File: config.mk
export PLATFORM = sky130hd
export DESIGN_NAME = dcacheFsm_flat
export DESIGN_NICKNAME = d
export VERILOG_FILES = /design/src/common/lookupIf.sv /design/src/source/dcacheFsm.sv /design/src/flat_wrapper.sv
export SDC_FILE = /design/constraint.sdc
export NUM_CORES = 1
export LEC_CHECK = 0
export BUFFER_PORTS_ARGS = -buffer_cell sky130_fd_sc_hd__buf_2
export CAP_MARGIN = 5
export CORE_AREA = 2 2 39 41
export CTS_BUF_LIST = sky130_fd_sc_hd__clkbuf_16
export DETAILED_ROUTE_END_ITERATION = 8
export DIE_AREA = 0 0 41 43
export GPL_ROUTABILITY_DRIVEN = 0
export SLEW_MARGIN = 30
export SYNTH_ARGS = -nofsm -noshare
export SYNTH_HDL_FRONTEND = slang
export SYNTH_SLANG_ARGS = --single-unit
File: constraint.sdc
create_clock -name clk -period 1.8 [get_ports clk]
set_input_delay 0 -clock clk [delete_from_list [all_inputs] [get_ports clk]]
set_output_delay 0 -clock clk [all_outputs]
set_load 0.02 [all_outputs]
File: src/common/lookupIf.sv
`timescale 1ns/1ps

interface lookupIf #(
  parameter int NumWays = 2
);

  localparam int WayBits = (NumWays > 1) ? $clog2(NumWays) : 1;

  // lookup result for the latched index and tag
  logic hit;
  logic [WayBits-1:0] hitWay;
  logic [WayBits-1:0] victimWay;
  logic victimDirty;

  // array updates requested by the FSM
  logic storeWrite;
  logic install;

  modport tags (output hit, hitWay, victimWay, victimDirty, input storeWrite, install);

  modport fsm (input hit, victimDirty, output storeWrite, install);

  modport data (input hitWay, victimWay, storeWrite, install);

endinterface

File: src/source/dcacheFsm.sv
`timescale 1ns/1ps

module dcacheFsm (
  input  logic clk,
  input  logic rst_n,
  input  logic reqValid_i,
  input  logic reqWrite_i,
  input  logic memRdReady_i,
  input  logic memWrReady_i,
  input  logic memRdLast_i,
  input  logic memDataValid_i,
  lookupIf.fsm lk,
  output logic reqReady_o,
  output logic accept_o,
  output logic rspValid_o,
  output logic memRdValid_o,
  output logic memWrValid_o
);

  localparam logic [2:0] Idle = 3'd0;
  localparam logic [2:0] Lookup = 3'd1;
  localparam logic [2:0] WriteBack = 3'd2;
  localparam logic [2:0] ReadReq = 3'd3;
  localparam logic [2:0] Refill = 3'd4;
  localparam logic [2:0] Install = 3'd5;

  logic [2:0] stateQ;
  logic [2:0] stateD;

  assign reqReady_o = (stateQ == Idle);
  assign accept_o = reqReady_o && reqValid_i;
  assign rspValid_o = (stateQ == Lookup) && lk.hit;
  // store hit merges its bytes in the same cycle as the response
  assign lk.storeWrite = rspValid_o && reqWrite_i;
  assign memWrValid_o = (stateQ == WriteBack);
  assign memRdValid_o = (stateQ == ReadReq);
  assign lk.install = (stateQ == Install);

  always_comb begin
    stateD = stateQ;
    case (stateQ)
      Idle: if (accept_o) stateD = Lookup;
      Lookup: begin
        if (lk.hit) stateD = Idle;
        else if (lk.victimDirty) stateD = WriteBack;
        else stateD = ReadReq;
      end
      WriteBack: if (memWrReady_i) stateD = ReadReq;
      ReadReq: if (memRdReady_i) stateD = Refill;
      Refill: if (memDataValid_i && memRdLast_i) stateD = Install;
      // look the request up again, it hits on the new line
      Install: stateD = Lookup;
      default: stateD = Idle;
    endcase
  end

  always_ff @(posedge clk or negedge rst_n) begin
    if (!rst_n) begin
      stateQ <= Idle;
    end else begin
      stateQ <= stateD;
    end
  end

endmodule

File: src/flat_wrapper.sv
// flat-port wrapper written by rule: the top's interface ports become plain ports
module dcacheFsm_flat 
  (clk, rst_n, reqValid_i, reqWrite_i, memRdReady_i, memWrReady_i, memRdLast_i, memDataValid_i, reqReady_o, accept_o, rspValid_o, memRdValid_o, memWrValid_o, lk_hit, lk_victimDirty, lk_storeWrite, lk_install);
  lookupIf lk_i ();
  input  logic clk;
  input  logic rst_n;
  input  logic reqValid_i;
  input  logic reqWrite_i;
  input  logic memRdReady_i;
  input  logic memWrReady_i;
  input  logic memRdLast_i;
  input  logic memDataValid_i;
  output logic reqReady_o;
  output logic accept_o;
  output logic rspValid_o;
  output logic memRdValid_o;
  output logic memWrValid_o;
  input wire logic [$bits(lk_i.hit)-1:0] lk_hit;
  input wire logic [$bits(lk_i.victimDirty)-1:0] lk_victimDirty;
  output wire logic [$bits(lk_i.storeWrite)-1:0] lk_storeWrite;
  output wire logic [$bits(lk_i.install)-1:0] lk_install;
  assign lk_i.hit = lk_hit;
  assign lk_i.victimDirty = lk_victimDirty;
  assign lk_storeWrite = lk_i.storeWrite;
  assign lk_install = lk_i.install;
  dcacheFsm u_core (.clk(clk), .rst_n(rst_n), .reqValid_i(reqValid_i), .reqWrite_i(reqWrite_i), .memRdReady_i(memRdReady_i), .memWrReady_i(memWrReady_i), .memRdLast_i(memRdLast_i), .memDataValid_i(memDataValid_i), .lk(lk_i), .reqReady_o(reqReady_o), .accept_o(accept_o), .rspValid_o(rspValid_o), .memRdValid_o(memRdValid_o), .memWrValid_o(memWrValid_o));
endmodule
==> results.sh <==
export IMPL_routed_via_density=4.092
export IMPL_clk_pin_slew_ns=0.03
export IMPL_yosys_warnings=0
export IMPL_drtIter0Drc=0
export IMPL_hpwl_um=440.3
export IMPL_grt_pass1_wl_um=1048
export IMPL_p_per_area_nw_per_um2=2026
export IMPL_end_kind="output pin"
export IMPL_cts_root_buf="clkbuf_16"
export IMPL_pre_cts_slack_ns=0.6249
export IMPL_ys_seq_area_share_pct=28.57
export IMPL_power_leakage_uw=0.0002169
export IMPL_core_area_um2=1384
export IMPL_fin_crit_sh_pct=74.45
export IMPL_nets=60
export IMPL_outcome="finished, final reports clean"
export IMPL_syn_nets=41
export IMPL_regMostFlops="u_core.stateQ"
export IMPL_wl_um=604
export IMPL_slew_violations=0
export IMPL_syn_inst=31
export IMPL_grt_total_usage_pct=9.749
export IMPL_fin_crit_ns=1.340
export IMPL_diodes=0
export IMPL_dieHeight_um=43
export IMPL_rsz0062_at_grt="false"
export IMPL_setup_viol=0
export IMPL_initial_utilization_pct=18.99
export IMPL_synthesis_area_um2=262.8
export IMPL_grt_antenna_before_repair=0
export IMPL_fillers=148
export IMPL_vdd_drop_max_mv=0.6014
export IMPL_cp_max_fo=8
export IMPL_cts_sinks=3
export IMPL_reg_top3="u_core.stateQ x3"
export IMPL_hold_viol=0
export IMPL_skew_ns=0.001066
export IMPL_worstMarginPinSlew_ns=0.3451
export IMPL_setup_tns_ns=0
export IMPL_fin_ws_ns=0.4600
export IMPL_vias=266
export IMPL_relSlewSlack_pct=77.00
export IMPL_largest_reg_flops=3
export IMPL_die_w_um=41
export IMPL_cp_start_kind="flip-flop"
export IMPL_worstSetupPathType="flip-flop to output pin"
export IMPL_areaGrowthSynthToFinish_pct=60.48
export IMPL_wire_per_inst_um=9.292
export IMPL_ant_nets=0
export IMPL_grt_overflow_total=0
export IMPL_whs_ns=0.08975
export IMPL_avgSynthCellArea_um2=8.476
export IMPL_numCtsBuffers=3
export IMPL_required_ns=1.80
export IMPL_pin_count=17
export IMPL_drive_gt1_share_pct=44.90
export IMPL_fmax_mhz=746.2
export IMPL_hold_class="input pin to flip-flop"
export IMPL_cts_setup_buffers=0
export IMPL_synth_cell_types=18
export IMPL_cts_htree_levels=1
export IMPL_clock_path_buffers=2
export IMPL_drc=0
export IMPL_row_count=14
export IMPL_tritoncts="yes"
export IMPL_ys_ff_latch=3
export IMPL_design_die_area_um2=1763
export IMPL_cap_violations=0
export IMPL_insertion_delay_ns=0.22
export IMPL_port_buffers=16
export IMPL_worstPathArrival_ns=1.34
export IMPL_drt_pass1_iterations=1
export IMPL_grt_pass1_vias=264
export IMPL_grt_start_max_net_pins=12
[layout by cell type (no fill, tap or decap)]
cell type      instances
buf_2                 16
nor2_1                 5
clkbuf_16              3
dfrtp_1                3
nand2b_1               2
nor3b_1                2
and2_1                 2
inv_1                  2
o21ai_0                2
nand3_1                2
nand2_1                2
inv_4                  1
nor3_1                 1
nor4b_4                1
o21ba_1                1
o22ai_1                1
o221a_2                1
a21oi_1                1
dlygate4sd3_1          1
[area by class of cell]
class | count | area [um^2] | share of cell area, %
multi-input combinational | 23 | 147.6 | 35.01
timing repair buffer | 17 | 90.09 | 21.37
sequential | 3 | 75.07 | 17.80
clock buffer | 3 | 75.07 | 17.80
tap | 16 | 20.02 | 4.748
inverter | 2 | 10.01 | 2.374
clock inverter | 1 | 3.754 | 0.8902
[logic make-up after synthesis]
| logic type | share of synthesized area [%] |
|---|---|
| compound gates | 16.19 |
| buf+inv | 15.24 |
| flops | 28.57 |
| simple gates | 40.00 |
[through the flow]
step	std cells	total power [uW]	instance area, um^2	util (%)
after global routing	65	914.0	421.7	30.47
after global placement	60	508.9	332.8	24.05
after CTS	65	867.1	421.7	30.47
after floorplan	31	469.7	262.8	-
final	65	854.5	421.7	30.47
after detailed placement	60	508.4	332.8	24.05
[routing by layer]
layer	wire length (um)	GRT usage, %
met4	0	12.00
met5	0	0
met3	43	5.236
met2	296	10.63
met1	264	11.29
[path summary, 6_finish.rpt]
| kind | start | endpoint | slack (ns) | cells after the start |
|---|---|---|---|---|
| max | u_core.stateQ[0]$_DFFE_PN0P_ | lk_storeWrite | 0.46 | 4 |
| max in group asynchronous | rst_n | u_core.stateQ[0]$_DFFE_PN0P_ | 1.59 | 2 |
| min in group asynchronous | rst_n | u_core.stateQ[2]$_DFFE_PN0P_ | 0.10 | 2 |
| max reg2reg | u_core.stateQ[2]$_DFFE_PN0P_ | u_core.stateQ[0]$_DFFE_PN0P_ | 0.60 | 3 |
| min | memRdReady_i | u_core.stateQ[2]$_DFFE_PN0P_ | 0.09 | 3 |
| min reg2reg | u_core.stateQ[2]$_DFFE_PN0P_ | u_core.stateQ[1]$_DFFE_PN0P_ | 0.67 | 1 |
[critical path, stage by stage (launching register included)]
cell and delay [ns]:
dfrtp_1 0.50, inv_4 0.07, nor4b_4 0.25, and2_1 0.15, buf_2 0.15
[power by group]
group	total (uW)	internal, uW	switching, uW
clock network	345	286	58.7
registers	185	98.9	86.4
logic	324	148	177
[synthesized netlist by cell type]
cell	number	area share, %
o21ba_1	1	3.8
inv_4	1	2.4
nor4b_4	1	9.0
nor3b_1	2	5.7
nand2_1	2	2.9
nand2b_1	2	4.8
o221a_2	1	4.3
inv_1	1	1.4
nand3_1	2	3.8
dfrtp_1	3	29
a21oi_1	1	1.9
nor2_1	5	7.1
nor3_1	1	1.9
buf_4	1	2.9
o21ai_0	2	3.8
buf_6	2	8.6
o22ai_1	1	2.4
and2_1	2	4.8
[timing repair]
item | in CTS | in global routing
hold buffers | 1 | 0
gates resized for setup | 0 | 0
endpoints found under the setup margin | 0 | 0
endpoints found under the hold margin | 3 | 0
Power figures use the tool's default switching activity.
