===== src/common/dcachePkg.sv =====
package dcachePkg;

  // address and word geometry
  localparam int AddrWidth = 32;
  localparam int WordWidth = 64;
  localparam int LineWords = 4;
  localparam int NumSets = 64;

  // byte address split: tag | index | offset
  localparam int OffsetBits = 5;
  localparam int IndexBits = 6;
  localparam int TagBits = AddrWidth - IndexBits - OffsetBits;

  localparam int LineBytes = LineWords * WordWidth / 8;
  localparam int LineBits = LineWords * WordWidth;

  // one cache line
  // store merging works on bytes, refill and load on words
  typedef union packed {
    logic [LineWords-1:0][WordWidth-1:0] words;
    logic [LineBytes-1:0][7:0] bytes;
  } lineT;

endpackage


===== src/source/refillBuffer.sv =====
`timescale 1ns/1ps

module refillBuffer (
  input  logic                            clk,
  input  logic                            rst_n,
  input  logic                            memDataValid_i,
  input  logic [dcachePkg::WordWidth-1:0] memData_i,
  input  logic                            clear_i,
  output dcachePkg::lineT                 line_o
);

  logic [$clog2(dcachePkg::LineWords)-1:0] countQ;

  // beat counter, wraps after the last word
  always_ff @(posedge clk or negedge rst_n) begin
    if (!rst_n) begin
      countQ <= '0;
    end else if (clear_i) begin
      countQ <= '0;
    end else if (memDataValid_i) begin
      countQ <= countQ + 1'b1;
    end
  end

  always_ff @(posedge clk) begin
    if (memDataValid_i) begin
      line_o.words[countQ] <= memData_i;
    end
  end

endmodule


===== config.mk =====
export PLATFORM = sky130hd
export DESIGN_NAME = refillBuffer
export DESIGN_NICKNAME = d
export VERILOG_FILES = /design/src/common/dcachePkg.sv /design/src/source/refillBuffer.sv
export SDC_FILE = /design/constraint.sdc
export NUM_CORES = 1
export LEC_CHECK = 0
export ABC_AREA = 0
export BUFFER_PORTS_ARGS = -buffer_cell sky130_fd_sc_hd__buf_4
export CORE_MARGIN = 4
export CORE_UTILIZATION = 47
export CTS_CLUSTER_DIAMETER = 150
export CTS_CLUSTER_SIZE = 20
export DETAILED_ROUTE_END_ITERATION = 6
export PLACE_DENSITY = 0.74
export SLEW_MARGIN = 20
export SYNTH_ARGS = -nofsm -noshare
export SYNTH_HDL_FRONTEND = slang
export SYNTH_SLANG_ARGS = --single-unit

===== constraint.sdc =====
create_clock -name clk -period 2.6 [get_ports clk]
set_input_delay 0.65 -clock clk [delete_from_list [all_inputs] [get_ports clk]]
set_output_delay 0.65 -clock clk [all_outputs]
set_load 0.005 [all_outputs]

==> flow_metrics.tcl, run 1 <==
set metrics [dict create \
    core_um2 16100 \
    root_buffer "clkbuf_16" \
    grt_busiest_layer "met2" \
    rows 46 \
    postCtsResizedCells 0 \
    synthArstFlopShare_pct 0.775 \
    cts_setup_buffers 0 \
    synth.cells.most_frequent "edfxtp_1 (256), and2_2 (4), ha_1 (4)" \
    status "complete, no violations" \
    syn2layout_area_growth_pct 41.1 \
    r2r-start "countQ[0]" \
    grt_pass1_vias 4160 \
    insertion_delay_ns 0.46 \
    synthCells 272 \
    crit_slowest_cell "buf_4" \
    worstHoldStart "clear_i" \
    ant_nets 0 \
    min_path_cells 2 \
    nets 693 \
    yosys.cell_count.top_type "edfxtp_1" \
    fillers 1052 \
    grt_pass1_wl_mm 25.8 \
    cts.sinks 258 \
    die_width_um 137 \
    grt_overflow 0 \
    maxCapViolations 0 \
    yosys_warnings 0 \
    synth_ff_type "edfxtp_1" \
    path_buf_inv 2 \
    die_h_um 137 \
    dieArea_um2 18800 \
    place.gp.congestion 0.747 \
    setup_tns_ns 0 \
    reg2reg_depth 4 \
    required_ns 2.70 \
    cp_top_family "buffers and inverters" \
    grtUsageMet1_pct 21.7 \
    hpwl_mm 13.1 \
    synth_area_leaders "edfxtp_1 (98%), dfrtp_1 (0.64%), ha_1 (0.64%), and2_2 (0.38%), mux2i_1 (0.13%)" \
    io_pins 324 \
    maxSlewViolCount 0 \
    r2r_slack_ns 0.90 \
    yosysSeqAreaShare_pct 98.5 \
    power_leakage_nw 4.26 \
    cpPeakStageDelay_ns 0.48 \
    rsz0062_at_grt "false" \
    antenna_found_initial 0 \
    post_drt_wl_per_cell_um 21.6 \
    grt_util_all_layers_pct 18.4 \
    cts_tree "built" \
    grt_max_degree 65 \
    synth-seq-cells 258 \
    startpoint_type "flop" \
    period_share_pct 65.3 \
    critPathKind "flop to flop" \
    place_area_um2 10600 \
    io_buffers 323 \
    drtPass1Iterations 4 \
    crit_chain "inv_1 > ha_1 > and2_2 > buf_4" \
    met2_usage_pct 32.8 \
    htree_levels 1 \
    synth-edff-count 256 \
    arrival_ns 1.80 \
    drt_iter0_drc 253 \
    path_clk_slew_ns 0.08 \
    worst_pin_slew_ns 0.606 \
    final_cell_area_um2 11100 \
    skew_ns 0.00877 \
    antennaDiodeCount 0 \
    hold_viol 0 \
    vias 4001 \
    post_route_cells_drive_above_1_share_pct 56.3 \
    cts_buffers 16 \
    yosysTopAreaCell "edfxtp_1" \
    reg2reg_to "line_o[143]" \
    syn_nets 344 \
    slew_headroom_pct 59.6 \
    drt_wl_total_mm 18.2 \
    avgViaCountPerCell 4.76 \
    hold_end "countQ[1]" \
    synthesis.area_um2 7850 \
    initial_core_util_pct 48.7 \
    synth.top_cell.area_share_pct 97.9 \
    power_density_nw_per_um2 697 \
    min_period_ns 1.70 \
    finalSetupViolCount 0 \
    cp-end-kind "flop" \
    syn_avg_cell_area_um2 28.9 \
    hold_class "primary input to flop" \
    peakVddDrop_mv 0.623 \
    drcViolationCount 0 \
    clock_path_buffers 3 \
    critPathMaxFanout 41 \
    grtUsageMet3_pct 6.32 \
    max_freq_mhz 589 \
    yosysUniqueCellTypes 8 \
]
-- metal layers --
metal / vias up / wire length (µm)
met2: 224 / 9740
met3: 21 / 2070
met5: - / 0
li1: 1779 / -
met1: 1977 / 6080
met4: 0 / 282
-- report_power, final --
part	switching (W)	leakage (nW)	internal (W)
registers	0.0000532	2.38	0.00478
clock network	0.00117	0.221	0.00122
logic	0.000254	1.66	0.000253
total	0.00148	4.26	0.00625
-- kinds of logic after synthesis --
kind of cell	share of synthesized area, %
multiplexers	0.127
AND/OR/NAND/NOR	0.478
flip-flops	98.5
buffers and inverters	0.0957
adder cells (fa/ha/maj)	0.637
XOR/XNOR	0.112
-- registers in the layout (all words and copies together), names as in the netlist --
name,count
countQ,2
line_o,256
-- worst reg2reg max path, stage by stage (launching register included) --
cell and delay (ns):
dfrtp_1 0.42, inv_1 0.11, ha_1 0.14, and2_2 0.14, buf_4 0.48
-- layout make-up --
cell class                      instances  area (µm²)  area share, %
Sequential cell                       258        7740           69.9
Timing Repair Buffer                  331        2500           22.6
Clock buffer                           22         454           4.10
Tap cell                              216         270           2.44
Multi-Input combinational cell         12         106          0.960
Inverter                                2        7.51         0.0678
-- worst max-delay path by stage --
stage / from / end / slack (ns) / depth (start not counted)
floorplan: memDataValid_i / line_o[0] / 0.70 / 1
global placement: memDataValid_i / line_o[151] / 0.83 / 3
global route: countQ[0] / line_o[170] / 0.81 / 4
finish: countQ[0] / line_o[143] / 0.90 / 4
CTS: line_o[106] / line_o[106] / 0.89 / 1
detailed placement: memDataValid_i / line_o[156] / 0.77 / 3
-- through the flow --
stage	util, %	hold slack, ns	power, W	cells	worst slack [ns]
floorplan	-	0.354	0.00501	272	0.700
global placement	65.8	0.440	0.00542	818	0.826
detailed placement	65.8	0.441	0.00544	818	0.775
CTS	68.7	0.331	0.00780	841	0.891
global route	68.7	0.327	0.00803	841	0.811
finish	68.7	0.343	0.00772	841	0.902
-- placed cells by master (no fill, tap or decap), drive strengths merged --
master       instances
dlygate4sd3          1
clkbuf              22
edfxtp             256
dfrtp                2
buf                330
nor2                 2
mux2i                1
inv                  2
and2                 4
xnor2                1
ha                   4
-- timing repair --
action                                  4_1_cts  5_1_grt
hold endpoints to repair                      2        0
hold buffers                                  1        0
endpoints found under the setup margin        0        0
Note: power is estimated with default switching activity, not from simulation.
==> run 2: changes to the inputs <==
Settings changed: ABC_AREA 0 to 1.
Clock period 2.6 ns to 1.8 ns, I/O delays scaled along.
==> run 2 against run 1 <==
Against the previous run:
- synthesized cell count grew 3.7%
- non-clock buffer count grew 2
- global-route usage shrank 0.31 points
- power grew 43%
- via count grew 0.62%
- largest cell class unchanged
- die area grew 0.27%
- core utilization shrank 0.70 points
- critical endpoint is now line_o[195]
- clock skew grew 0.0020 ns
- critical path depth is the same
==> flow_metrics.tcl, run 2 <==
set metrics [dict create \
    status "complete, no violations" \
    ant_nets 0 \
    power_density_nw_per_um2 985 \
    core_um2 16500 \
    cts_setup_buffers 0 \
    nets 704 \
    synthCells 282 \
    post_drt_wl_per_cell_um 20.9 \
    drcViolationCount 0 \
    peakVddDrop_mv 0.777 \
    fillers 1069 \
    synth-seq-cells 258 \
    setup_tns_ns 0 \
    synthesis.area_um2 7870 \
    period_share_pct 88.5 \
    post-route-util_pct 68.0 \
    vias 4026 \
    p_clk_share_pct 31.3 \
    syn2layout_area_growth_pct 42.8 \
    htree_levels 1 \
    power_leakage_nw 4.30 \
    synth_area_leaders "edfxtp_1 (98%), dfrtp_1 (0.64%), ha_1 (0.64%), nand2_1 (0.38%), inv_1 (0.33%)" \
    root_buffer "clkbuf_16" \
    p_seq_share_pct 62.5 \
    io_pins 324 \
    power_w 0.0111 \
    synthArstFlopShare_pct 0.775 \
    yosys.cell_count.top_type "edfxtp_1" \
    cts_tree "built" \
    drt_iter0_drc 177 \
    yosysSeqAreaShare_pct 98.3 \
    power.share.combinational_pct 6.2 \
    grt_util_all_layers_pct 18.1 \
    hold_viol 0 \
    yosysUniqueCellTypes 9 \
    crit_start "countQ[0]" \
    die_width_um 137 \
    skew_ns 0.0108 \
    startpoint_type "flop" \
    insertion_delay_ns 0.47 \
    cts.sinks 258 \
    swShare_pct 19.0 \
    yosys_warnings 0 \
    io_buffers 323 \
    dieArea_um2 18900 \
    max_freq_mhz 628 \
    hpwl_mm 13.0 \
    antennaDiodeCount 0 \
    grt_max_degree 39 \
    critPathMaxFanout 21 \
    initial_core_util_pct 47.6 \
    intPower_w 0.00897 \
    rsz0062_at_grt "false" \
    min_period_ns 1.59 \
    grt_pass1_vias 4170 \
    switching_power_w 0.00210 \
    maxCapViolations 0 \
    largest_register_ffs 256 \
    path_clk_slew_ns 0.08 \
    antenna_found_initial 0 \
    required_ns 2.02 \
    yosysTopAreaCell "edfxtp_1" \
    avgViaCountPerCell 4.70 \
    slew_headroom_pct 77.1 \
    place_area_um2 10800 \
    final_cell_area_um2 11200 \
    die_h_um 137 \
    syn_avg_cell_area_um2 27.9 \
    cts_buffers 16 \
    grt_overflow 0 \
    clock_path_buffers 3 \
    finalSetupViolCount 0 \
    maxSlewViolCount 0 \
    synth.cells.most_frequent "edfxtp_1 (256), nand2_1 (8), inv_1 (7)" \
    worstHoldStart "memData_i[9]" \
    hold_class "primary input to flop" \
    final_cell_mix "buf_4 (323), edfxtp_1 (256), clkbuf_16 (17)" \
    grt_pass1_wl_mm 25.2 \
    arrival_ns 1.81 \
    synth-edff-count 256 \
    r2r-start "countQ[0]" \
    cp-end-kind "flop" \
    post_route_cells_drive_above_1_share_pct 56.8 \
    syn_nets 354 \
    drt_wl_total_mm 17.9 \
    place.gp.congestion 0.777 \
    critPathKind "flop to flop" \
    worst_pin_slew_ns 0.343 \
    final_common_cell "buf_4" \
    drtPass1Iterations 4 \
    synth_ff_type "edfxtp_1" \
    rows 47 \
    synth.top_cell.area_share_pct 97.6 \
]
run 2: changes by cell type after synthesis, sizes merged:
| cell | previous run | this run |
|---|---|---|
| and2 | 4 | 0 |
| nand3 | 0 | 1 |
| buf | 0 | 1 |
| nand2 | 0 | 8 |
| nor2 | 2 | 3 |
| inv | 2 | 7 |
| xnor2 | 1 | 0 |
| mux2i | 1 | 0 |
run 2: metrics by stage:
step	instances	worst slack, ns	hold WS, ns
after global routing	857	0.115	0.149
after floorplan	282	-0.196	0.154
after detailed placement	833	0.186	0.238
after global placement	833	0.218	0.234
final	857	0.208	0.175
after CTS	857	0.184	0.158
run 2: timing repair:
item,4_1_cts,5_1_grt
hold buffers,1,0
resized for setup,0,0
endpoints found under the setup margin,0,0
hold endpoints to repair,2,0
run 2: cell type report:
cell class | count | area [µm²] | area share, %
well taps | 220 | 275 | 2.45
clock buffers | 23 | 458 | 4.07
multi-input cells | 16 | 114 | 1.01
flip-flops and latches | 258 | 7740 | 68.8
inverters | 7 | 41.3 | 0.367
repair buffers | 333 | 2620 | 23.3
run 2: per-layer routing:
layer	routed length, µm	GRT usage (%)	up-vias
met1	6110	20.8	1990
li1	-	-	1809
met4	297	4.10	0
met5	0	0	-
met3	1880	6.14	20
met2	9620	32.8	207
run 2: path summary, 6_finish.rpt:
path | slack [ns] | end | cells past startpoint
max | 0.21 | line_o[195] | 4
min | 0.18 | line_o[73] | 1
min reg2reg | 0.56 | countQ[1] | 2
max in group asynchronous | 1.41 | countQ[0] | 2
min in group asynchronous | 0.30 | countQ[1] | 2
max reg2reg | 0.21 | line_o[195] | 4
run 2: worst max-delay path, stage by stage (launching register included):
cell and delay, ns:
dfrtp_1 0.44, ha_1 0.23, nand2_2 0.07, clkinvlp_4 0.30, buf_12 0.29
run 2: power by group through the flow:
stage                     logic, W  registers (W)  clock network [W]
final                     0.000689        0.00692            0.00346
after global routing      0.000746        0.00694            0.00386
after CTS                 0.000705        0.00692            0.00354
after detailed placement  0.000703        0.00706                  0
after global placement    0.000681        0.00705                  0
after floorplan           0.000103        0.00708                  0
run 2: cell families after synthesis:
group,count (synthesis),share of synthesized area (%)
DFF,258,98.3
buffers and inverters,8,0.477
adders and majority gates,4,0.636
and+or+nand+nor,12,0.620
