--- src/common/dcachePkg.sv ---
package dcachePkg;

  // address and word geometry
  localparam int AddrWidth = 32;
  localparam int WordWidth = 64;
  localparam int LineWords = 4;
  localparam int NumSets = 64;

  // byte address split: tag | index | offset
  localparam int OffsetBits = 5;
  localparam int IndexBits = 6;
  localparam int TagBits = AddrWidth - IndexBits - OffsetBits;

  localparam int LineBytes = LineWords * WordWidth / 8;
  localparam int LineBits = LineWords * WordWidth;

  // one cache line
  // store merging works on bytes, refill and load on words
  typedef union packed {
    logic [LineWords-1:0][WordWidth-1:0] words;
    logic [LineBytes-1:0][7:0] bytes;
  } lineT;

endpackage

--- src/source/requestLatch.sv ---
`timescale 1ns/1ps

module requestLatch (
  input  logic                                    clk,
  input  logic                                    rst_n,
  input  logic                                    accept_i,
  input  logic                                    reqWrite_i,
  input  logic [dcachePkg::AddrWidth-1:0]         reqAddr_i,
  input  logic [dcachePkg::WordWidth-1:0]         wrData_i,
  input  logic [7:0]                              wrMask_i,
  output logic                                    isWrite_o,
  output logic [dcachePkg::IndexBits-1:0]         index_o,
  output logic [dcachePkg::TagBits-1:0]           tag_o,
  output logic [$clog2(dcachePkg::LineWords)-1:0] wordSel_o,
  output dcachePkg::lineT                         storeLine_o,
  output logic [dcachePkg::LineBytes-1:0]         storeEnable_o
);

  localparam int ByteBits = $clog2(dcachePkg::WordWidth / 8);
  localparam int SelBits = $clog2(dcachePkg::LineWords);

  logic [dcachePkg::AddrWidth-1:0] addrQ;
  logic [SelBits-1:0] wordD;
  dcachePkg::lineT storeLineD;
  logic [dcachePkg::LineBytes-1:0] storeEnableD;

  assign wordD = reqAddr_i[ByteBits +: SelBits];

  // shift data and mask to the byte lane, then into the addressed word
  always_comb begin
    storeLineD = '0;
    storeEnableD = '0;
    storeLineD.words[wordD] = wrData_i << {reqAddr_i[ByteBits-1:0], 3'b000};
    storeEnableD[wordD*8 +: 8] = wrMask_i << reqAddr_i[ByteBits-1:0];
  end

  always_ff @(posedge clk or negedge rst_n) begin
    if (!rst_n) begin
      isWrite_o <= 1'b0;
      addrQ <= '0;
    end else if (accept_i) begin
      isWrite_o <= reqWrite_i;
      addrQ <= reqAddr_i;
    end
  end

  always_ff @(posedge clk) begin
    if (accept_i) begin
      storeLine_o <= storeLineD;
      storeEnable_o <= storeEnableD;
    end
  end

  assign index_o = addrQ[dcachePkg::OffsetBits +: dcachePkg::IndexBits];
  assign tag_o = addrQ[dcachePkg::AddrWidth-1 -: dcachePkg::TagBits];
  assign wordSel_o = addrQ[ByteBits +: SelBits];

endmodule

--- config.mk ---
export PLATFORM = sky130hd
export DESIGN_NAME = requestLatch
export DESIGN_NICKNAME = d
export VERILOG_FILES = /design/src/common/dcachePkg.sv /design/src/source/requestLatch.sv
export SDC_FILE = /design/constraint.sdc
export NUM_CORES = 1
export LEC_CHECK = 0
export BUFFER_PORTS_ARGS = -buffer_cell sky130_fd_sc_hd__buf_2
export CAP_MARGIN = 20
export CORE_UTILIZATION = 40
export CTS_BUF_LIST = sky130_fd_sc_hd__clkbuf_16
export DETAILED_ROUTE_END_ITERATION = 7
export GPL_TIMING_DRIVEN = 1
export PLACE_DENSITY = 0.66
export SYNTH_ARGS = -nofsm -noshare
export SYNTH_HDL_FRONTEND = slang
export SYNTH_SLANG_ARGS = --single-unit
--- constraint.sdc ---
create_clock -name clk -period 1.7 [get_ports clk]
set_clock_uncertainty 0.05 [all_clocks]
set_input_delay 0.085 -clock clk [delete_from_list [all_inputs] [get_ports clk]]
set_output_delay 0.085 -clock clk [all_outputs]
set_load 0.03 [all_outputs]
==> flow_summary.ini, run 1 <==
[yosys]
synth_flop_cell = edfxtp_1
synth.ff_latch_count = 318
syn_avg_cell_area_um2 = 14.27
synth_edf_count = 288
syn-num-nets = 1037
yosysWarnings = 0
yosysMostFrequentCell = edfxtp_1
syn-instance-count = 925
ys_seq_area_share_pct = 71.19
synth_area_leaders = edfxtp_1 66%, dfrtp_1 5.7%, mux2_2 4.5%
synth_area_leader_cell = edfxtp_1
synth_common_cells = 288 x edfxtp_1, 151 x nor2_1, 64 x nor3_1, 60 x and2_1, 53 x mux2_2
yosysTopAreaCellShare_pct = 65.50
async_flop_share_pct = 9.434
synth.distinct_cells = 46
syn_area_um2 = 13200

[run]
maxCapViolations = 0

[place]
place_ws_ns = -0.3776
dpl_cell_area_um2 = 16740
dp.cells = 1859
routabilityCongestion = 0.9139
dp_hpwl_um = 32460
portBuffers = 425

[pwr]
swShare_pct = 27.42
fin_total_pwr_mw = 20.08
seqPwrFrac_pct = 46.4
p_clk_share_pct = 35.6
switching_power_mw = 5.506
p_comb_share_pct = 18.0
p_int_mw = 14.58
irDropWorstVdd_uv = 815.9
p_leak_nw = 7.614
powerDensity_nw_per_um2 = 1100

[routing]
wl_per_cell_um = 22.35
ant_nets = 0
drc_errors = 0
routed_wl_um = 43910
dr.pass1.iters = 5
via_per_inst = 5.137
num_vias = 10100
drtIter0Drc = 731

[cells_and_area]
areaGrowthSynthToFinish_pct = 38.32
fin_area_um2 = 18260
drive_above_1_share_pct = 44.53
fin_util_pct = 56.13
finalNetCount = 1604
layout.cells.non_filler = 1965
fillers = 2787

[worst_setup_path]
crit_required_ns = 2.02
max_stage_delay_ns = 0.71
cp_slowest_cell = a311oi_1
endpoint_kind = flip-flop
cp.depth = 5
cp.buffers_inverters = 2
path_class = primary input to flip-flop
crit_fanout = 7
crit_family = buffers and inverters
crit_chain = dlygate4sd3_1 > buf_2 > mux2i_1 > a311oi_1 > and2_1
arrival_ns = 2.00
startpoint_type = primary input
r2r_cells = 1

[global_routing]
antenna_found_initial = 10
track_usage_pct = 25.51
grt_pass1_wl_um = 62830
grt_pass1_vias = 10060
grt.overflow.total = 0
grt_max_degree = 65

[timing]
setup_viol = 0
setup_ws_ns = 0.02017
finalCritPeriodShare_pct = 98.81
hold_viol = 0
worst_slew_pin_slew_ns = 0.9423
fmax_ghz = 0.5953
drv_slew = 0
slew_headroom_pct = 36.76
fin_crit_ns = 1.680

[clock_network]
insertion_delay_ns = 0.50
clock-sinks = 318
path_clk_slew_ns = 0.06
cts_setup_buffers = 0
clk_path_buf_depth = 3
cts_tree = built
cts_root_buf = clkbuf_16
ctsHtreeMaxLevel = 2
numCtsBuffers = 34

[status]
outcome = completed

[die]
rows = 66
core_area_um2 = 32540
die_width_um = 183.7
die_h_um = 183.7
boundaryPins = 426
dieArea_um2 = 33740
start_util_pct = 40.58

[min_path]
hold_path.class = primary input to flip-flop
holdPathStages = 3
-- timing repair --
action | 4_1_cts | 5_1_grt
hold buffers | 39 | 0
endpoints found under the hold margin | 101 | 0
resized for setup | 0 | 7
setup endpoints to repair | 0 | 26
-- logic make-up (layout without fill, tap and decap cells) --
family | count (synthesis) | after routing | share of synthesized area [%]
AOI/OAI and AO/OA | 90 | 90 | 5.355
adders and majority gates | 4 | 4 | 0.3791
buffers and inverters | 72 | 663 | 2.824
DFF | 318 | 318 | 71.19
muxes | 84 | 84 | 6.965
other | 0 | 7 | 0
and+or+nand+nor | 357 | 357 | 13.29
-- path summary, 6_finish.rpt --
path / startpoint / to / slack, ns
max: wrData_i[0] / storeLine_o[248]$_DFFE_PP_ / 0.02
min: wrData_i[2] / storeLine_o[2]$_DFFE_PP_ / 0.03
max reg2reg: addrQ[8]$_DFFE_PN0P_ / addrQ[8]$_DFFE_PN0P_ / 0.86
min reg2reg: addrQ[6]$_DFFE_PN0P_ / addrQ[6]$_DFFE_PN0P_ / 0.45
max in group asynchronous: rst_n / addrQ[10]$_DFFE_PN0P_ / 1.07
min in group asynchronous: rst_n / addrQ[27]$_DFFE_PN0P_ / 0.11
-- state kept, by name (all words and copies together) (netlist names) --
signal,count
addrQ,29
storeEnable_o,32
isWrite_o,1
storeLine_o,256
-- layout by cell type, fill, tap and decap left out, types with 8 or more instances in the layout --
cell           instances
nor3_1                63
dlygate4sd3_1         39
nand2_1                9
edfxtp_1             288
clkinv_1               8
buf_4                120
a221o_1                9
o22ai_1                9
and2_1                60
a211oi_1              10
nor2b_1               19
mux2_2                53
nor2_1               148
o21ai_0                9
dfrtp_1               30
o31a_1                 8
buf_12                15
a21bo_2                8
and3_1                33
a2bb2oi_1              9
inv_1                 15
mux2i_1               30
buf_2                422
clkbuf_16             38
-- layer usage --
metal	vias to the layer above	wire, um	global-route usage (%)
met5	-	69	0
li1	4554	-	-
met2	524	21460	43.38
met3	73	4442	7.270
met1	4934	16930	31.64
met4	10	1009	7.133
-- layout make-up --
cell class	count	area, um^2	share of cell area, %
clock buffers	38	950.9	5.207
flip-flops and latches	318	9399	51.47
clock inverters	22	136.4	0.7468
diodes	7	17.52	0.09592
inverters	6	22.52	0.1233
repair buffers	597	3719	20.36
well taps	442	553.0	3.028
multi-input cells	535	3465	18.97
-- per-stage QoR --
stage	hold slack [ns]	setup TNS, ns
finish	0.02565	0
detailed placement	0.1051	-19.26
global route	0.01648	-0.005723
global placement	0.1019	-14.10
floorplan	-0.2606	0
CTS	0.007241	0
-- power groups by stage --
stage                     clock network (mW)  logic [mW]  registers [mW]
after global routing                    7.58        3.80            9.37
after global placement                     0        3.49            9.47
final                                   7.15        3.61            9.32
after floorplan                            0       0.805            10.6
after CTS                               7.29        3.60            9.32
after detailed placement                   0        3.52            9.47
Note: power is estimated with default switching activity, not from simulation.
==> run 2: changes to the inputs <==
Settings changed: CORE_MARGIN set to 2, PLACE_DENSITY 0.66 to 0.69.
Clock period 1.7 ns to 1.36 ns, I/O delays scaled along.
==> run 2 against run 1 <==
  * Utilization grew 1.3 points
  * Cell count grew 2.3%
  * Critical path type is now flip-flop to primary output
  * Clock power grew 10%
  * Combinational power grew 31%
  * Critical endpoint is now storeLine_o[72]
  * Power grew 21%
  * Highest routed layer unchanged
  * Worst setup slack gained 0.0060 ns
  * Via count grew 2.5%
  * Routed wire length grew 0.87%
==> flow_summary.ini, run 2 (synthesized netlist as in run 1, its figures left out) <==
[status]
outcome = completed

[cells_and_area]
top_regs = storeLine_o x256, storeEnable_o x32, addrQ x29
layout.cells.non_filler = 2011
largest_register = storeLine_o
layout_common_cells = 421 x buf_2, 288 x edfxtp_1, 150 x nor2_1
finalNetCount = 1644
layout_commonest_cell = buf_2
fillers = 2654
drive_above_1_share_pct = 46.27
areaGrowthSynthToFinish_pct = 41.65
largest_register_ffs = 256
fin_util_pct = 57.48

[routing]
ant_nets = 0
num_vias = 10340
wl_per_cell_um = 22.03
dr.pass1.iters = 5
via_per_inst = 5.143
drc_errors = 0
drtIter0Drc = 711
routed_wl_um = 44290

[pwr]
p_leak_nw = 7.795
irDropWorstVdd_uv = 1066
fin_total_pwr_mw = 24.24
powerDensity_nw_per_um2 = 1296

[clock_network]
clk_path_buf_depth = 3
cts_tree = built
cts_root_buf = clkbuf_16
insertion_delay_ns = 0.56
clock-sinks = 318
path_clk_slew_ns = 0.07
ctsHtreeMaxLevel = 1
numCtsBuffers = 31

[die]
core_area_um2 = 32540
die_width_um = 185.7
start_util_pct = 40.58
die_h_um = 185.7
dieArea_um2 = 34480
rows = 66
boundaryPins = 426

[worst_setup_path]
cp_slowest_cell = edfxtp_1
r2r_cells = 1
crit_start = storeLine_o[72]$_DFFE_PP_
cp.buffers_inverters = 1
startpoint_type = flip-flop
r2r_slack_ns = 0.48
crit_chain = buf_2
endpoint_kind = primary output
path_class = flip-flop to primary output
reg2reg_to = addrQ[29]$_DFFE_PN0P_
rr_startpoint = addrQ[29]$_DFFE_PN0P_
crit_family = flip-flops
crit_fanout = 1
arrival_ns = 1.22
max_stage_delay_ns = 0.44
crit_required_ns = 1.24

[timing]
worst_slew_pin_slew_ns = 0.7852
tns_ns = 0
hold_viol = 0
drv_slew = 0
setup_viol = 0
fin_crit_ns = 1.334
finalCritPeriodShare_pct = 98.07
fmax_ghz = 0.7497
slew_headroom_pct = 47.48

[run]
maxCapViolations = 0

[place]
portBuffers = 425
routabilityCongestion = 0.8546
dp_hpwl_um = 33030
dp.cells = 1889

[global_routing]
grt_pass1_vias = 10380
track_usage_pct = 25.07
grt_max_degree = 37
antenna_found_initial = 16
grt_pass1_wl_um = 63640
grt.overflow.total = 0

[min_path]
min_from = wrMask_i[2]
holdPathEnd = storeEnable_o[29]$_DFFE_PP_
holdPathStages = 4
hold_path.class = primary input to flip-flop
-- run 2: cell types whose count changed in the layout (fill, tap and decap cells not counted), moves of 7 or more --
cell	previous run	this run
clkinv_2	1	8
a2bb2oi_2	0	7
buf_4	120	141
buf_12	15	24
a2bb2oi_1	9	1
dlygate4sd3_1	39	49
clkbuf_16	38	31
-- run 2: timing repair --
item                                    in CTS  in global routing
gates resized for setup                      0                 11
endpoints found under the setup margin       0                 51
setup buffers                                0                  1
hold buffers                                58                  2
hold endpoints to repair                   144                  9
-- run 2: final cells by class --
type,instances,area (um^2),area share (%)
antenna,13,32.53,0.1739
multi-input combinational,535,3578,19.13
timing repair buffer,640,4199,22.45
tap,442,553.0,2.957
clock buffer,31,775.7,4.148
sequential,318,9399,50.26
clock inverter,26,141.4,0.7560
inverter,6,22.52,0.1204
-- run 2: worst max path at each step --
stage | to | depth (start not counted)
floorplan | storeLine_o[104]$_DFFE_PP_ | 6
global placement | storeLine_o[42]$_DFFE_PP_ | 8
detailed placement | storeLine_o[234]$_DFFE_PP_ | 8
CTS | storeLine_o[177] | 1
global route | tag_o[13] | 2
finish | storeLine_o[72] | 1
-- run 2: through the flow --
step / hold WS (ns) / cell area [um^2] / setup WS [ns]
2_1_floorplan: -0.2776 / 13330 / -0.05405
3_3_place_gp: 0.09130 / 17180 / -0.4636
3_5_place_dp: 0.08579 / 17180 / -0.5026
4_1_cts: 0.002343 / 18670 / 0.006438
5_1_grt: 0.01503 / 18700 / -0.001455
6_report: 0.01510 / 18700 / 0.02621
-- run 2: where the power goes --
| group | total [mW] | switching [mW] | internal [mW] |
|---|---|---|---|
| sequential | 11.6 | 0.230 | 11.4 |
| clock | 7.89 | 3.60 | 4.29 |
| combinational | 4.73 | 3.12 | 1.61 |
-- run 2: routing by layer --
metal | part of all wire (%) | global-route usage [%] | routed length, um | vias up
li1 | - | - | - | 4647
met1 | 38 | 30.97 | 17050 | 5032
met3 | 8.7 | 5.850 | 3840 | 92
met5 | 0.13 | 0 | 59 | -
met2 | 49 | 43.06 | 21730 | 564
met4 | 3.6 | 9.071 | 1612 | 8
==> run 3: changes to the inputs <==
Settings changed: CTS_BUF_LIST sky130_fd_sc_hd__clkbuf_16 to sky130_fd_sc_hd__clkbuf_8, REMOVE_ABC_BUFFERS set to 1.
==> run 3 against run 2 <==
  * Fmax grew 0.44%
  * Sequential power is essentially flat
  * Power fell by 2.0%
  * Largest cell class unchanged
  * Highest routed layer unchanged
  * Routed wire length grew 1.9%
  * Cell count rose by 1.3%
  * Worst setup slack improved by 0.0058 ns
  * Critical endpoint is now storeLine_o[176]
  * Clock-buffer cell count rose by 22
  * Global-route usage rose by 0.051 points
  * Flip-flop and latch count unchanged
==> flow_summary.ini, run 3 (synthesized netlist as in run 1, its figures left out) <==
[clock_network]
clk_path_buf_depth = 3
path_clk_slew_ns = 0.07
insertion_delay_ns = 0.59
ctsHtreeMaxLevel = 2
cts_root_buf = clkbuf_8
cts_setup_buffers = 0
clock-sinks = 318
numCtsBuffers = 51
cts_tree = built

[cells_and_area]
layout_commonest_cell = buf_2
top_regs = storeLine_o x256, storeEnable_o x32, addrQ x29
layout.cells.non_filler = 2038
seqCellArea_um2 = 9399
fin_util_pct = 56.87
layout_common_cells = 415 x buf_2, 288 x edfxtp_1, 150 x nor2_1, 150 x buf_4, 64 x nor3_1
multi_input_area_um2 = 3447
largest_register_ffs = 256
fillers = 2727
finalNetCount = 1663
largest_register = storeLine_o
drive_above_1_share_pct = 45.56
fin_area_um2 = 18500
areaGrowthSynthToFinish_pct = 40.15

[worst_setup_path]
startpoint_type = flip-flop
crit_fanout = 1
path_class = flip-flop to primary output
arrival_ns = 1.21
max_stage_delay_ns = 0.45
cp.buffers_inverters = 1
endpoint_kind = primary output
cp.depth = 1
cp_slowest_cell = edfxtp_1
r2r_cells = 1
reg2reg_to = addrQ[28]$_DFFE_PN0P_
r2r_slack_ns = 0.53
rr_startpoint = addrQ[28]$_DFFE_PN0P_
crit_family = flip-flops
crit_chain = buf_6
crit_required_ns = 1.24

[min_path]
hold_path.class = primary input to flip-flop
holdPathStages = 4
holdPathEnd = storeLine_o[76]$_DFFE_PP_
min_from = wrData_i[12]

[place]
dpl_cell_area_um2 = 17060
dp.cells = 1893
dp_hpwl_um = 33060
routabilityCongestion = 0.9083
portBuffers = 425

[timing]
drv_slew = 0
whs_ns = 0.04631
worst_slew_pin_slew_ns = 0.9405
rsz0062_at_grt = yes
hold_viol = 0
setup_viol = 0
slew_headroom_pct = 36.87
fmax_ghz = 0.7530
fin_crit_ns = 1.328
finalCritPeriodShare_pct = 97.64

[routing]
num_vias = 10430
wl_per_cell_um = 22.14
ant_nets = 0
dr.pass1.iters = 5
routed_wl_um = 45120
drtIter0Drc = 685
via_per_inst = 5.116
drc_errors = 0

[die]
boundaryPins = 426
die_h_um = 185.7
rows = 66
core_area_um2 = 32540
die_width_um = 185.7
start_util_pct = 40.58
dieArea_um2 = 34480

[global_routing]
grt_pass1_wl_um = 62800
grt_max_degree = 76
grt_pass1_vias = 10420
antenna_found_initial = 18
grt.overflow.total = 0
track_usage_pct = 25.12

[pwr]
seqPwrFrac_pct = 48.9
p_int_mw = 16.75
fin_total_pwr_mw = 23.77
irDropWorstVdd_uv = 824.1
p_comb_share_pct = 19.6
powerDensity_nw_per_um2 = 1284
p_leak_nw = 7.805
switching_power_mw = 7.011
p_clk_share_pct = 31.5
swShare_pct = 29.50

[status]
outcome = completed

[run]
maxCapViolations = 0
-- run 3: changes by cell type in the layout (fill, tap and decap cells not counted), moves of 5 or more --
cell       change
clkinv_2       -5
a2bb2oi_2      -7
a211oi_2       -6
a2bb2oi_1      +8
inv_1         +15
buf_4          +9
clkbuf_8      +53
buf_2          -6
a211oi_1       +6
clkbuf_16     -31
-- run 3: timing repair --
item,in CTS,in global routing
gates resized for setup,9,9
hold endpoints to repair,145,0
hold buffers,47,0
pin swaps,0,0
setup endpoints to repair,5,13
-- run 3: routing by layer --
| layer | global-route usage (%) | wire (um) | up-vias |
|---|---|---|---|
| li1 | - | - | 4688 |
| met1 | 30.16 | 17290 | 5039 |
| met2 | 41.76 | 21700 | 570 |
| met3 | 7.885 | 4324 | 115 |
| met4 | 10.58 | 1658 | 14 |
| met5 | 1.333 | 147 | - |
-- run 3: final cells by class --
class / count / share of cell area (%)
flip-flops and latches: 318 / 50.79
repair buffers: 639 / 22.46
multi-input cells: 535 / 18.63
clock buffers: 53 / 3.942
well taps: 442 / 2.989
clock inverters: 36 / 0.9399
inverters: 6 / 0.1217
diodes: 9 / 0.1217
-- run 3: power groups by stage --
stage	Sequential (mW)	Clock (mW)	Combinational, mW
5_1_grt	11.7	7.99	4.90
3_3_place_gp	11.8	0	4.46
3_5_place_dp	11.8	0	4.50
6_report	11.6	7.48	4.66
4_1_cts	11.6	7.58	4.63
2_1_floorplan	13.3	0	0.842
-- run 3: how the worst max path moves through the flow --
| stage | startpoint | slack [ns] | endpoint |
|---|---|---|---|
| floorplan | reqAddr_i[3] | -0.52 | storeLine_o[128]$_DFFE_PP_ |
| CTS | storeLine_o[176]$_DFFE_PP_ | -0.01 | storeLine_o[176] |
| global placement | reqAddr_i[0] | -0.45 | storeLine_o[124]$_DFFE_PP_ |
| finish | storeLine_o[176]$_DFFE_PP_ | 0.03 | storeLine_o[176] |
| detailed placement | reqAddr_i[0] | -0.50 | storeLine_o[60]$_DFFE_PP_ |
| global route | storeLine_o[56]$_DFFE_PP_ | -0.02 | storeLine_o[56] |
-- run 3: stage by stage --
stage | setup slack (ns) | setup TNS (ns)
after CTS | -0.009818 | -0.01740
final | 0.03205 | 0
after global routing | -0.01532 | -0.02299
after floorplan | -0.5194 | -38.88
after detailed placement | -0.4985 | -66.27
after global placement | -0.4475 | -63.17
